### config.mk
export PLATFORM = sky130hd
export DESIGN_NAME = aim_overlay_top
export DESIGN_NICKNAME = d
export VERILOG_FILES = /design/src/aim_pkg.sv /design/src/aim_ifs.sv /design/src/udp_reader.sv /design/src/box_decoder.sv /design/src/box_overlay.sv /design/src/pack_select.sv /design/src/aim_overlay_top.sv
export VERILOG_INCLUDE_DIRS = /design/src /design/src/src
export SDC_FILE = /design/constraint.sdc
export NUM_CORES = 1
export LEC_CHECK = 0
export ABC_AREA = 1
export BUFFER_PORTS_ARGS = -buffer_cell sky130_fd_sc_hd__buf_2
export CORE_MARGIN = 3
export CORE_UTILIZATION = 50
export CTS_BUF_LIST = sky130_fd_sc_hd__clkbuf_4 sky130_fd_sc_hd__clkbuf_8 sky130_fd_sc_hd__clkbuf_16
export CTS_CLUSTER_DIAMETER = 50
export DETAILED_ROUTE_END_ITERATION = 12
export HOLD_SLACK_MARGIN = 0.1
export PLACE_DENSITY = 0.73
export SYNTH_ARGS = -nofsm -noshare
export SYNTH_HDL_FRONTEND = slang
export SYNTH_SLANG_ARGS = --single-unit
### constraint.sdc
create_clock -name i_clk -period 4.5 [get_ports i_clk]
set_clock_uncertainty 0.2 [all_clocks]
set_input_delay 0.225 -clock i_clk [delete_from_list [all_inputs] [get_ports i_clk]]
set_output_delay 0.225 -clock i_clk [all_outputs]
set_load 0.05 [all_outputs]
### src/aim_config.svh
`ifndef AIM_CONFIG_SVH
`define AIM_CONFIG_SVH

// Active frame size.
`define AIM_H_ACT     1280
`define AIM_V_ACT     720

`define AIM_N_BOX     2
`define AIM_BOX_BYTES 6   // Payload bytes per box.
`define AIM_BORDER    2   // Border thickness in pixels.

`endif

### src/aim_pkg.sv
`include "aim_config.svh"

package aim_pkg;

    localparam int X_W       = $clog2(`AIM_H_ACT);  // 11 bits.
    localparam int Y_W       = $clog2(`AIM_V_ACT);  // 10 bits.
    localparam int PAY_BYTES = `AIM_N_BOX * `AIM_BOX_BYTES;

    typedef struct packed {
        logic       hsync;
        logic       vsync;
        logic       de;
        logic [7:0] r;
        logic [7:0] g;
        logic [7:0] b;
    } pixel_t;

    typedef enum logic [1:0] {
        red,
        green,
        blue,
        yellow
    } box_color_e;

    typedef struct packed {
        logic           enable;
        box_color_e     color;
        logic [X_W-1:0] start_x;
        logic [Y_W-1:0] start_y;
        logic [X_W-1:0] end_x;
        logic [Y_W-1:0] end_y;
    } box_t;

    typedef enum logic {
        show_cam1,
        show_cam2
    } sel_state_e;

    // Byte PAY_BYTES-1 holds the first byte received.
    typedef logic [PAY_BYTES-1:0][7:0] payload_t;

    function automatic logic [23:0] color_rgb(box_color_e code);
        case (code)
            red:     return 24'hFF0000;
            green:   return 24'h00FF00;
            blue:    return 24'h0000FF;
            default: return 24'hFFFF00;
        endcase
    endfunction

endpackage

### src/aim_ifs.sv
`include "aim_config.svh"

// One pixel per cycle, no back-pressure.
interface pix_if;
    import aim_pkg::*;

    pixel_t pix;

    modport src (output pix);
    modport dst (input  pix);
endinterface

// Decoded boxes plus a one-cycle strobe on each new set.
interface box_if;
    import aim_pkg::*;

    box_t [`AIM_N_BOX-1:0] boxes;
    logic                  update;

    modport dec (
        output boxes,
        output update
    );
    modport ovl (
        input  boxes,
        input  update
    );
endinterface

### src/udp_reader.sv
module udp_reader (
    input  logic              i_clk,
    input  logic              i_arst_n,
    input  logic              i_rx_valid,
    input  logic [7:0]        i_rx_data,
    output logic              o_filled,
    output aim_pkg::payload_t o_payload
);
    import aim_pkg::*;

    localparam int               CNT_W = $clog2(PAY_BYTES + 1);
    localparam logic [CNT_W-1:0] FULL  = CNT_W'(PAY_BYTES);

    logic [CNT_W-1:0] cnt;
    logic             over;   // Run went past capacity.

    always_ff @(posedge i_clk or negedge i_arst_n) begin
        if (!i_arst_n) begin
            cnt      <= '0;
            over     <= 1'b0;
            o_filled <= 1'b0;
        end else begin
            // First idle cycle after a run still sees its count.
            o_filled <= !i_rx_valid && (cnt == FULL) && !over;
            if (i_rx_valid) begin
                if (cnt == FULL)
                    over <= 1'b1;
                else
                    cnt <= cnt + 1'b1;
            end else begin
                cnt  <= '0;
                over <= 1'b0;
            end
        end
    end

    // Oldest byte shifts toward the top.
    always_ff @(posedge i_clk) begin
        if (i_rx_valid && (cnt != FULL))
            o_payload <= {o_payload[PAY_BYTES-2:0], i_rx_data};
    end

endmodule

### src/box_decoder.sv
`include "aim_config.svh"

module box_decoder (
    input  logic              i_clk,
    input  logic              i_arst_n,
    input  logic              i_filled,
    input  aim_pkg::payload_t i_payload,
    box_if.dec                o_boxes
);
    import aim_pkg::*;

    localparam int BOX_W = `AIM_BOX_BYTES * 8;

    box_t [`AIM_N_BOX-1:0] boxes_dec;
    box_t [`AIM_N_BOX-1:0] boxes_q;
    logic                  update_q;

    always_comb begin : unpack
        logic [BOX_W-1:0] raw;
        for (int i = 0; i < `AIM_N_BOX; i++) begin
            raw = i_payload[PAY_BYTES-1-i*`AIM_BOX_BYTES -: `AIM_BOX_BYTES];
            boxes_dec[i].enable = raw[BOX_W-1];
            boxes_dec[i].color  = box_color_e'(raw[BOX_W-2 -: 2]);
            // Three spare bits sit between the color and the coordinates.
            {boxes_dec[i].start_x, boxes_dec[i].start_y,
             boxes_dec[i].end_x,   boxes_dec[i].end_y} = raw[2*(X_W+Y_W)-1:0];
        end
    end

    always_ff @(posedge i_clk or negedge i_arst_n) begin
        if (!i_arst_n) begin
            boxes_q  <= '0;   // All boxes disabled.
            update_q <= 1'b0;
        end else begin
            update_q <= i_filled;
            if (i_filled)
                boxes_q <= boxes_dec;
        end
    end

    assign o_boxes.boxes  = boxes_q;
    assign o_boxes.update = update_q;

endmodule

### src/box_overlay.sv
`include "aim_config.svh"

module box_overlay (
    input  logic i_clk,
    input  logic i_arst_n,
    input  logic i_draw_en,
    box_if.ovl   i_boxes,
    pix_if.dst   i_pix,
    pix_if.src   o_pix
);
    import aim_pkg::*;

    localparam logic [X_W-1:0] BORDER_X = X_W'(`AIM_BORDER);
    localparam logic [Y_W-1:0] BORDER_Y = Y_W'(`AIM_BORDER);

    pixel_t                pix_in;
    logic [X_W-1:0]        x_cnt;
    logic [Y_W-1:0]        y_cnt;
    logic                  de_q;
    logic                  vsync_q;
    logic                  frame_start;
    logic                  pend;     // New boxes waiting for a frame start.
    box_t [`AIM_N_BOX-1:0] shadow;
    logic                  hit;
    logic [23:0]           hit_rgb;
    logic [2:0]            ctrl_q;
    logic [23:0]           rgb_q;

    function automatic logic on_border(box_t bx, logic [X_W-1:0] x, logic [Y_W-1:0] y);
        logic in_x;
        logic in_y;
        logic near_x;
        logic near_y;
        in_x   = (x >= bx.start_x) && (x <= bx.end_x);
        in_y   = (y >= bx.start_y) && (y <= bx.end_y);
        // Differences only matter once inside the box.
        near_x = ((x - bx.start_x) < BORDER_X) || ((bx.end_x - x) < BORDER_X);
        near_y = ((y - bx.start_y) < BORDER_Y) || ((bx.end_y - y) < BORDER_Y);
        return bx.enable && in_x && in_y && (near_x || near_y);
    endfunction

    assign pix_in      = i_pix.pix;
    assign frame_start = pix_in.vsync && !vsync_q;

    // Pixel position of the current input.
    always_ff @(posedge i_clk or negedge i_arst_n) begin
        if (!i_arst_n) begin
            x_cnt   <= '0;
            y_cnt   <= '0;
            de_q    <= 1'b0;
            vsync_q <= 1'b0;
        end else begin
            de_q    <= pix_in.de;
            vsync_q <= pix_in.vsync;
            if (pix_in.de)
                x_cnt <= x_cnt + 1'b1;
            else if (de_q)
                x_cnt <= '0;
            if (pix_in.vsync)
                y_cnt <= '0;
            else if (de_q && !pix_in.de)
                y_cnt <= y_cnt + 1'b1;   // End of an active line.
        end
    end

    always_ff @(posedge i_clk or negedge i_arst_n) begin
        if (!i_arst_n) begin
            pend   <= 1'b0;
            shadow <= '0;
        end else begin
            if (frame_start && (pend || i_boxes.update)) begin
                shadow <= i_boxes.boxes;
                pend   <= 1'b0;
            end else if (i_boxes.update) begin
                pend <= 1'b1;
            end
        end
    end

    // Walk downward so the lowest index wins.
    always_comb begin
        hit     = 1'b0;
        hit_rgb = '0;
        for (int i = `AIM_N_BOX - 1; i >= 0; i--) begin
            if (on_border(shadow[i], x_cnt, y_cnt)) begin
                hit     = 1'b1;
                hit_rgb = color_rgb(shadow[i].color);
            end
        end
    end

    always_ff @(posedge i_clk or negedge i_arst_n) begin
        if (!i_arst_n)
            ctrl_q <= '0;
        else
            ctrl_q <= {pix_in.hsync, pix_in.vsync, pix_in.de};
    end

    always_ff @(posedge i_clk) begin
        if (i_draw_en && pix_in.de && hit)
            rgb_q <= hit_rgb;
        else
            rgb_q <= {pix_in.r, pix_in.g, pix_in.b};
    end

    assign o_pix.pix = {ctrl_q, rgb_q};

endmodule

### src/pack_select.sv
module pack_select (
    input  logic            i_clk,
    input  logic            i_arst_n,
    input  logic            i_cam_switch,
    pix_if.dst              i_cam1,
    pix_if.dst              i_cam2,
    output aim_pkg::pixel_t o_pix
);
    import aim_pkg::*;

    sel_state_e  state;
    sel_state_e  state_nxt;
    logic        vs1_q;
    logic        vs2_q;
    logic        vs_rise;
    pixel_t      pix_sel;
    logic [2:0]  ctrl_q;
    logic [23:0] rgb_q;

    always_comb begin
        case (state)
            show_cam1: vs_rise = i_cam1.pix.vsync && !vs1_q;
            default:   vs_rise = i_cam2.pix.vsync && !vs2_q;
        endcase
        state_nxt = state;
        if (vs_rise)
            state_nxt = i_cam_switch ? show_cam2 : show_cam1;
        // New source starts with its own vsync pixel.
        pix_sel = (state_nxt == show_cam1) ? i_cam1.pix : i_cam2.pix;
    end

    always_ff @(posedge i_clk or negedge i_arst_n) begin
        if (!i_arst_n) begin
            state  <= show_cam1;
            vs1_q  <= 1'b0;
            vs2_q  <= 1'b0;
            ctrl_q <= '0;
        end else begin
            state  <= state_nxt;
            vs1_q  <= i_cam1.pix.vsync;
            vs2_q  <= i_cam2.pix.vsync;
            ctrl_q <= {pix_sel.hsync, pix_sel.vsync, pix_sel.de};
        end
    end

    always_ff @(posedge i_clk) begin
        rgb_q <= {pix_sel.r, pix_sel.g, pix_sel.b};
    end

    assign o_pix = {ctrl_q, rgb_q};

endmodule

### src/aim_overlay_top.sv
module aim_overlay_top (
    input  logic       i_clk,
    input  logic       i_arst_n,
    input  logic       i_cam_switch,
    input  logic       i_draw_switch,
    input  logic       i_rx_valid,
    input  logic [7:0] i_rx_data,

    input  logic       i_cam1_hsync,
    input  logic       i_cam1_vsync,
    input  logic       i_cam1_de,
    input  logic [7:0] i_cam1_r,
    input  logic [7:0] i_cam1_g,
    input  logic [7:0] i_cam1_b,

    input  logic       i_cam2_hsync,
    input  logic       i_cam2_vsync,
    input  logic       i_cam2_de,
    input  logic [7:0] i_cam2_r,
    input  logic [7:0] i_cam2_g,
    input  logic [7:0] i_cam2_b,

    output logic       o_hdmi_hsync,
    output logic       o_hdmi_vsync,
    output logic       o_hdmi_de,
    output logic [7:0] o_hdmi_r,
    output logic [7:0] o_hdmi_g,
    output logic [7:0] o_hdmi_b,

    output logic       o_udp_filled
);
    import aim_pkg::*;

    payload_t udp_payload;
    pixel_t   hdmi_pix;

    pix_if cam1_in  ();
    pix_if cam2_in  ();
    pix_if cam1_out ();
    pix_if cam2_out ();
    box_if boxes    ();

    assign cam1_in.pix = {i_cam1_hsync, i_cam1_vsync, i_cam1_de, i_cam1_r, i_cam1_g, i_cam1_b};
    assign cam2_in.pix = {i_cam2_hsync, i_cam2_vsync, i_cam2_de, i_cam2_r, i_cam2_g, i_cam2_b};

    udp_reader u_udp_reader (
        .i_clk     (i_clk       ),
        .i_arst_n  (i_arst_n    ),
        .i_rx_valid(i_rx_valid  ),
        .i_rx_data (i_rx_data   ),
        .o_filled  (o_udp_filled),
        .o_payload (udp_payload )
    );

    box_decoder u_box_decoder (
        .i_clk    (i_clk       ),
        .i_arst_n (i_arst_n    ),
        .i_filled (o_udp_filled),
        .i_payload(udp_payload ),
        .o_boxes  (boxes       )
    );

    // Both cameras share one box set.
    box_overlay u_cam1_overlay (
        .i_clk    (i_clk        ),
        .i_arst_n (i_arst_n     ),
        .i_draw_en(i_draw_switch),
        .i_boxes  (boxes        ),
        .i_pix    (cam1_in      ),
        .o_pix    (cam1_out     )
    );

    box_overlay u_cam2_overlay (
        .i_clk    (i_clk        ),
        .i_arst_n (i_arst_n     ),
        .i_draw_en(i_draw_switch),
        .i_boxes  (boxes        ),
        .i_pix    (cam2_in      ),
        .o_pix    (cam2_out     )
    );

    pack_select u_pack_select (
        .i_clk       (i_clk       ),
        .i_arst_n    (i_arst_n    ),
        .i_cam_switch(i_cam_switch),
        .i_cam1      (cam1_out    ),
        .i_cam2      (cam2_out    ),
        .o_pix       (hdmi_pix    )
    );

    assign {o_hdmi_hsync, o_hdmi_vsync, o_hdmi_de, o_hdmi_r, o_hdmi_g, o_hdmi_b} = hdmi_pix;

endmodule

==> results_dict.tcl <==
set metrics [dict create \
    outcome "finished, final reports clean" \
    grt_setup_unrepaired "no" \
    number_of_cts_inserted_buffers 59 \
    clock_insertion_delay_worst_skew_ns 0.64 \
    worst_slew_margin_rel_pct 33.46 \
    antenna-diode-count 0 \
    detail_route.iter0.violations 2027 \
    count_of_nets_left_with_antenna_violations_after_detail_routing 0 \
    place.gp.congestion 0.9797 \
    critical_path.startpoint "u_cam1_overlay.y_cnt[3]" \
    drt-vias-per-instance 5.222 \
    worst_margin_pin_slew_ns 0.9966 \
    critical_path.reg2reg.startpoint "u_cam1_overlay.y_cnt[3]" \
    floorplan.core_area_sq_um 54450 \
    grt_pass1_vias 22660 \
    post_dp_cell_area_sq_um 29160 \
    nets 4071 \
    setup_cp_type "register to register" \
    portBuffers 94 \
    drt-total-wl_um 75550 \
    die_height_um 242.0 \
    average_wire_per_standard_cell_um 16.46 \
    power.share.sequential_pct 34.7 \
    grt_antenna_before_repair 0 \
    worst_ep_required_time_ns 4.82 \
    syn-cell-area_sq_um 27850 \
    combPwrFrac_pct 37.1 \
    post_placement_cell_count 4326 \
    synth_warnings 0 \
    tritoncts "yes" \
    arrival_ns 4.61 \
    final-instance-count-excl-fill 4591 \
    io-pin-count 95 \
    ctsRootBufferMaster "sky130_fd_sc_hd__clkbuf_16" \
    largest_net_degree_at_the_start_of_global_routing 94 \
    grt_first_pass_wirelength_um 121400 \
    timing.reg2reg.worst_path_depth 17 \
    n_fill_cell 4733 \
    net-switching-power_mw 6.590 \
    cts.sinks 498 \
    finish.instance_area_sq_um 32740 \
    final_worst_path_cycle_share_pct 95.30 \
    sequential_fraction_of_the_synthesis_area_pct 45.13 \
    asyncSetResetFlopFracSynth_pct 66.87 \
    die_area_sq_um 58560 \
    drt-pass1-iter-count 8 \
    p_clk_share_pct 28.3 \
    regToRegEndpoint "u_cam1_overlay.rgb_q[9]" \
    worst_ir_drop_vdd_mv 0.3429 \
    grt_usage_pct 25.79 \
    postSynthRegisterBits 498 \
    report.final.setup_viol 0 \
    ys.flop_type "sky130_fd_sc_hd__dfrtp_1" \
    swShare_pct 38.45 \
    static-leakage-power_nw 16.85 \
    post_synth_inst_count 3539 \
    timing_hold_violations_final 0 \
    path_clk_slew_ns 0.06 \
    initial_utilization_pct 51.14 \
    hp-class "input port to asynchronous set/reset pin" \
    crit_start_category "register" \
    number_of_distinct_library_cells_after_synthesis 53 \
    post-route-drc-count 0 \
    setup.worst_path.end "u_cam1_overlay.rgb_q[9]" \
    number_of_buffers_between_clock_root_and_the_deepest_sink 3 \
    synth.net_count 3808 \
    finalCriticalPeriod_ns 4.289 \
    fp.dieW_um 242.0 \
    pwr_density_cell_nw_per_um2 523.5 \
    critPathCaptureType "register" \
    cts_h_tree_depth 2 \
    average_cell_area_after_synthesis_sq_um 7.869 \
    dp_hpwl_um 53970 \
    setup.reg_to_reg.worst_slack_ns 0.21 \
    gr-total-overflow 0 \
    top_fanout_value_on_the_critical_path 24 \
    detailroute.via_count 23970 \
    power_report.internal_total_mw 10.55 \
    syn2layout_area_growth_pct 17.56 \
    timing.max_cap.violations 0 \
    synth_enable_flop_cells 93 \
    finalMaxSlewViolations 0 \
    fin_tns_setup_ns 0 \
    drive_above_1_share_pct 8.956 \
    placement_rows 85 \
    max_freq_mhz 233.2 \
]
[power by group through the flow]
stage                     Combinational, mW  Sequential, mW  Clock, mW
after floorplan                        4.72            5.86          0
after global routing                   7.35            6.01       5.12
final                                  6.35            5.94       4.85
after CTS                              6.27            5.92       4.90
after global placement                 6.01            5.97          0
after detailed placement               6.11            6.00          0
[flip-flops by register name, summed over array words and instances (netlist names), 4 cells and up]
| register | flops |
|---|---|
| u_cam2_overlay.x_cnt | 11 |
| u_udp_reader.o_payload | 93 |
| u_cam2_overlay.y_cnt | 10 |
| u_cam2_overlay.rgb_q | 24 |
| u_cam1_overlay.y_cnt | 10 |
| u_udp_reader.cnt | 4 |
| u_cam1_overlay.shadow | 90 |
| u_pack_select.rgb_q | 24 |
| u_box_decoder.o_boxes.boxes | 90 |
| u_cam1_overlay.x_cnt | 11 |
| u_cam2_overlay.shadow | 90 |
| u_cam1_overlay.rgb_q | 24 |
[final cells by class]
class / count / area [sq um] / area share, %
clock buffer: 77 / 1630 / 4.980
clock inverter: 34 / 376.6 / 1.150
inverter: 574 / 2157 / 6.589
multi-input combinational: 2404 / 12890 / 39.36
sequential: 498 / 12570 / 38.41
tap: 739 / 924.6 / 2.824
timing repair buffer: 265 / 2190 / 6.688
[synth_stat cells (3+ instances only)]
master | count | area [sq um]
sky130_fd_sc_hd__a21oi_2 | 3 | 26.28
sky130_fd_sc_hd__nand2_1 | 1123 | 4215
sky130_fd_sc_hd__mux2i_1 | 3 | 30.03
sky130_fd_sc_hd__o21ai_0 | 261 | 1306
sky130_fd_sc_hd__nor4_1 | 6 | 37.54
sky130_fd_sc_hd__nand3_2 | 4 | 40.04
sky130_fd_sc_hd__nor2_1 | 208 | 780.8
sky130_fd_sc_hd__a31oi_1 | 5 | 31.28
sky130_fd_sc_hd__nand2_2 | 10 | 62.56
sky130_fd_sc_hd__a21oi_1 | 108 | 540.5
sky130_fd_sc_hd__o21bai_1 | 8 | 60.06
sky130_fd_sc_hd__buf_6 | 4 | 45.04
sky130_fd_sc_hd__fa_1 | 16 | 320.3
sky130_fd_sc_hd__o21ai_1 | 6 | 30.03
sky130_fd_sc_hd__nor3_1 | 21 | 105.1
sky130_fd_sc_hd__nor2_2 | 3 | 18.77
sky130_fd_sc_hd__or2_2 | 9 | 56.30
sky130_fd_sc_hd__dfxtp_1 | 72 | 1441
sky130_fd_sc_hd__xor2_1 | 7 | 61.31
sky130_fd_sc_hd__nand3_1 | 233 | 1166
sky130_fd_sc_hd__ha_1 | 186 | 2327
sky130_fd_sc_hd__mux2_2 | 71 | 799.5
sky130_fd_sc_hd__edfxtp_1 | 93 | 2793
sky130_fd_sc_hd__inv_2 | 3 | 11.26
sky130_fd_sc_hd__and2_1 | 3 | 18.77
sky130_fd_sc_hd__a221oi_1 | 3 | 26.28
sky130_fd_sc_hd__a21o_1 | 5 | 37.54
sky130_fd_sc_hd__nand3b_1 | 26 | 195.2
sky130_fd_sc_hd__clkbuf_1 | 58 | 217.7
sky130_fd_sc_hd__clkinv_1 | 4 | 15.01
sky130_fd_sc_hd__dfrtp_1 | 333 | 8333
sky130_fd_sc_hd__inv_1 | 567 | 2128
sky130_fd_sc_hd__nand4_1 | 48 | 300.3
sky130_fd_sc_hd__nand2_4 | 3 | 33.78
[per-stage QoR]
| step | setup WS, ns | power, mW | utilization (%) | hold slack [ns] |
|---|---|---|---|---|
| 6_report | 0.2114 | 17.14 | 60.12 | 0.08124 |
| 5_1_grt | 0.007716 | 18.48 | 60.12 | 0.1291 |
| 4_1_cts | 0.1702 | 17.09 | 60.08 | 0.1032 |
| 3_5_place_dp | 1.059 | 12.11 | 53.55 | 0.1084 |
| 3_3_place_gp | 1.092 | 11.99 | 53.55 | 0.1127 |
| 2_1_floorplan | 1.078 | 10.58 | - | -0.2706 |
[placed cells by master, fill, tap and decap left out, drive strengths merged, types with 3 or more instances in the layout]
cell and count:
nand3 237, a21o 5, and2 3, clkinv 17, ha 186, mux2 71, buf 113, nand4 48
nor4 6, xor2 7, a221oi 3, or2 10, a211oi 3, dfrtp 333, nand2 1136, edfxtp 93
inv 581, dlygate4sd3 152, dfxtp 72, bufinv 4, fa 16, mux2i 3, o21bai 10, nand3b 26
nor3 21, a31oi 5, o21ai 268, a21oi 112, clkbuf 77, clkinvlp 6, nor2 212
[cells by family after synthesis]
| logic type | count (synthesis) | share of synthesized area, % |
|---|---|---|
| XOR/XNOR | 9 | 0.2831 |
| AND/OR/NAND/NOR | 1701 | 25.35 |
| flip-flops | 498 | 45.13 |
| adder cells (fa/ha/maj) | 202 | 9.508 |
| buffers and inverters | 637 | 8.708 |
| multiplexers | 74 | 2.979 |
| AO/OA/AOI/OAI | 418 | 8.038 |
[critical path, stage by stage (launching register included)]
cell and delay (ns):
sky130_fd_sc_hd__dfrtp_1 0.59, sky130_fd_sc_hd__inv_1 0.15, sky130_fd_sc_hd__ha_1 0.38, sky130_fd_sc_hd__or2_2 0.34, sky130_fd_sc_hd__nand3_1 0.11, sky130_fd_sc_hd__nand2_1 0.07
sky130_fd_sc_hd__nand2_1 0.07, sky130_fd_sc_hd__nand3_1 0.06, sky130_fd_sc_hd__nor2_1 0.11, sky130_fd_sc_hd__nand4_1 0.20, sky130_fd_sc_hd__nand2_1 0.19, sky130_fd_sc_hd__o21ai_4 0.09
sky130_fd_sc_hd__nand2_2 0.11, sky130_fd_sc_hd__nand2_8 0.14, sky130_fd_sc_hd__nand2_1 0.12, sky130_fd_sc_hd__dlygate4sd3_1 0.57, sky130_fd_sc_hd__nand2_1 0.08, sky130_fd_sc_hd__dlygate4sd3_1 0.59
[worst min-delay path by stage]
| stage | startpoint | to | slack [ns] | depth (start not counted) |
|---|---|---|---|---|
| detailed placement | i_arst_n | u_cam2_overlay.shadow[10] | 0.11 | 1 |
| floorplan | i_arst_n | u_box_decoder.o_boxes.boxes[0] | -0.27 | 0 |
| CTS | i_arst_n | u_box_decoder.o_boxes.boxes[76] | 0.10 | 3 |
| global route | i_arst_n | u_box_decoder.o_boxes.boxes[76] | 0.13 | 3 |
| finish | i_arst_n | u_cam1_overlay.shadow[59] | 0.08 | 3 |
| global placement | i_arst_n | u_cam2_overlay.shadow[10] | 0.11 | 1 |
[layer usage]
layer  vias to the layer above  GRT usage [%]  part of all wire (%)
li1                      11850              -                     -
met1                     11200          35.24                    44
met2                       792          42.62                    47
met3                       139          3.520                   6.4
met4                         0          8.310                   3.1
met5                         -              0                     0
[what timing repair did]
action                                  4_1_cts  5_1_grt
endpoints found under the setup margin        0       24
buffers inserted                              0        1
resized for setup                             0        7
endpoints found under the hold margin       393        0
hold buffers                                153        0
Power figures use the tool's default switching activity.
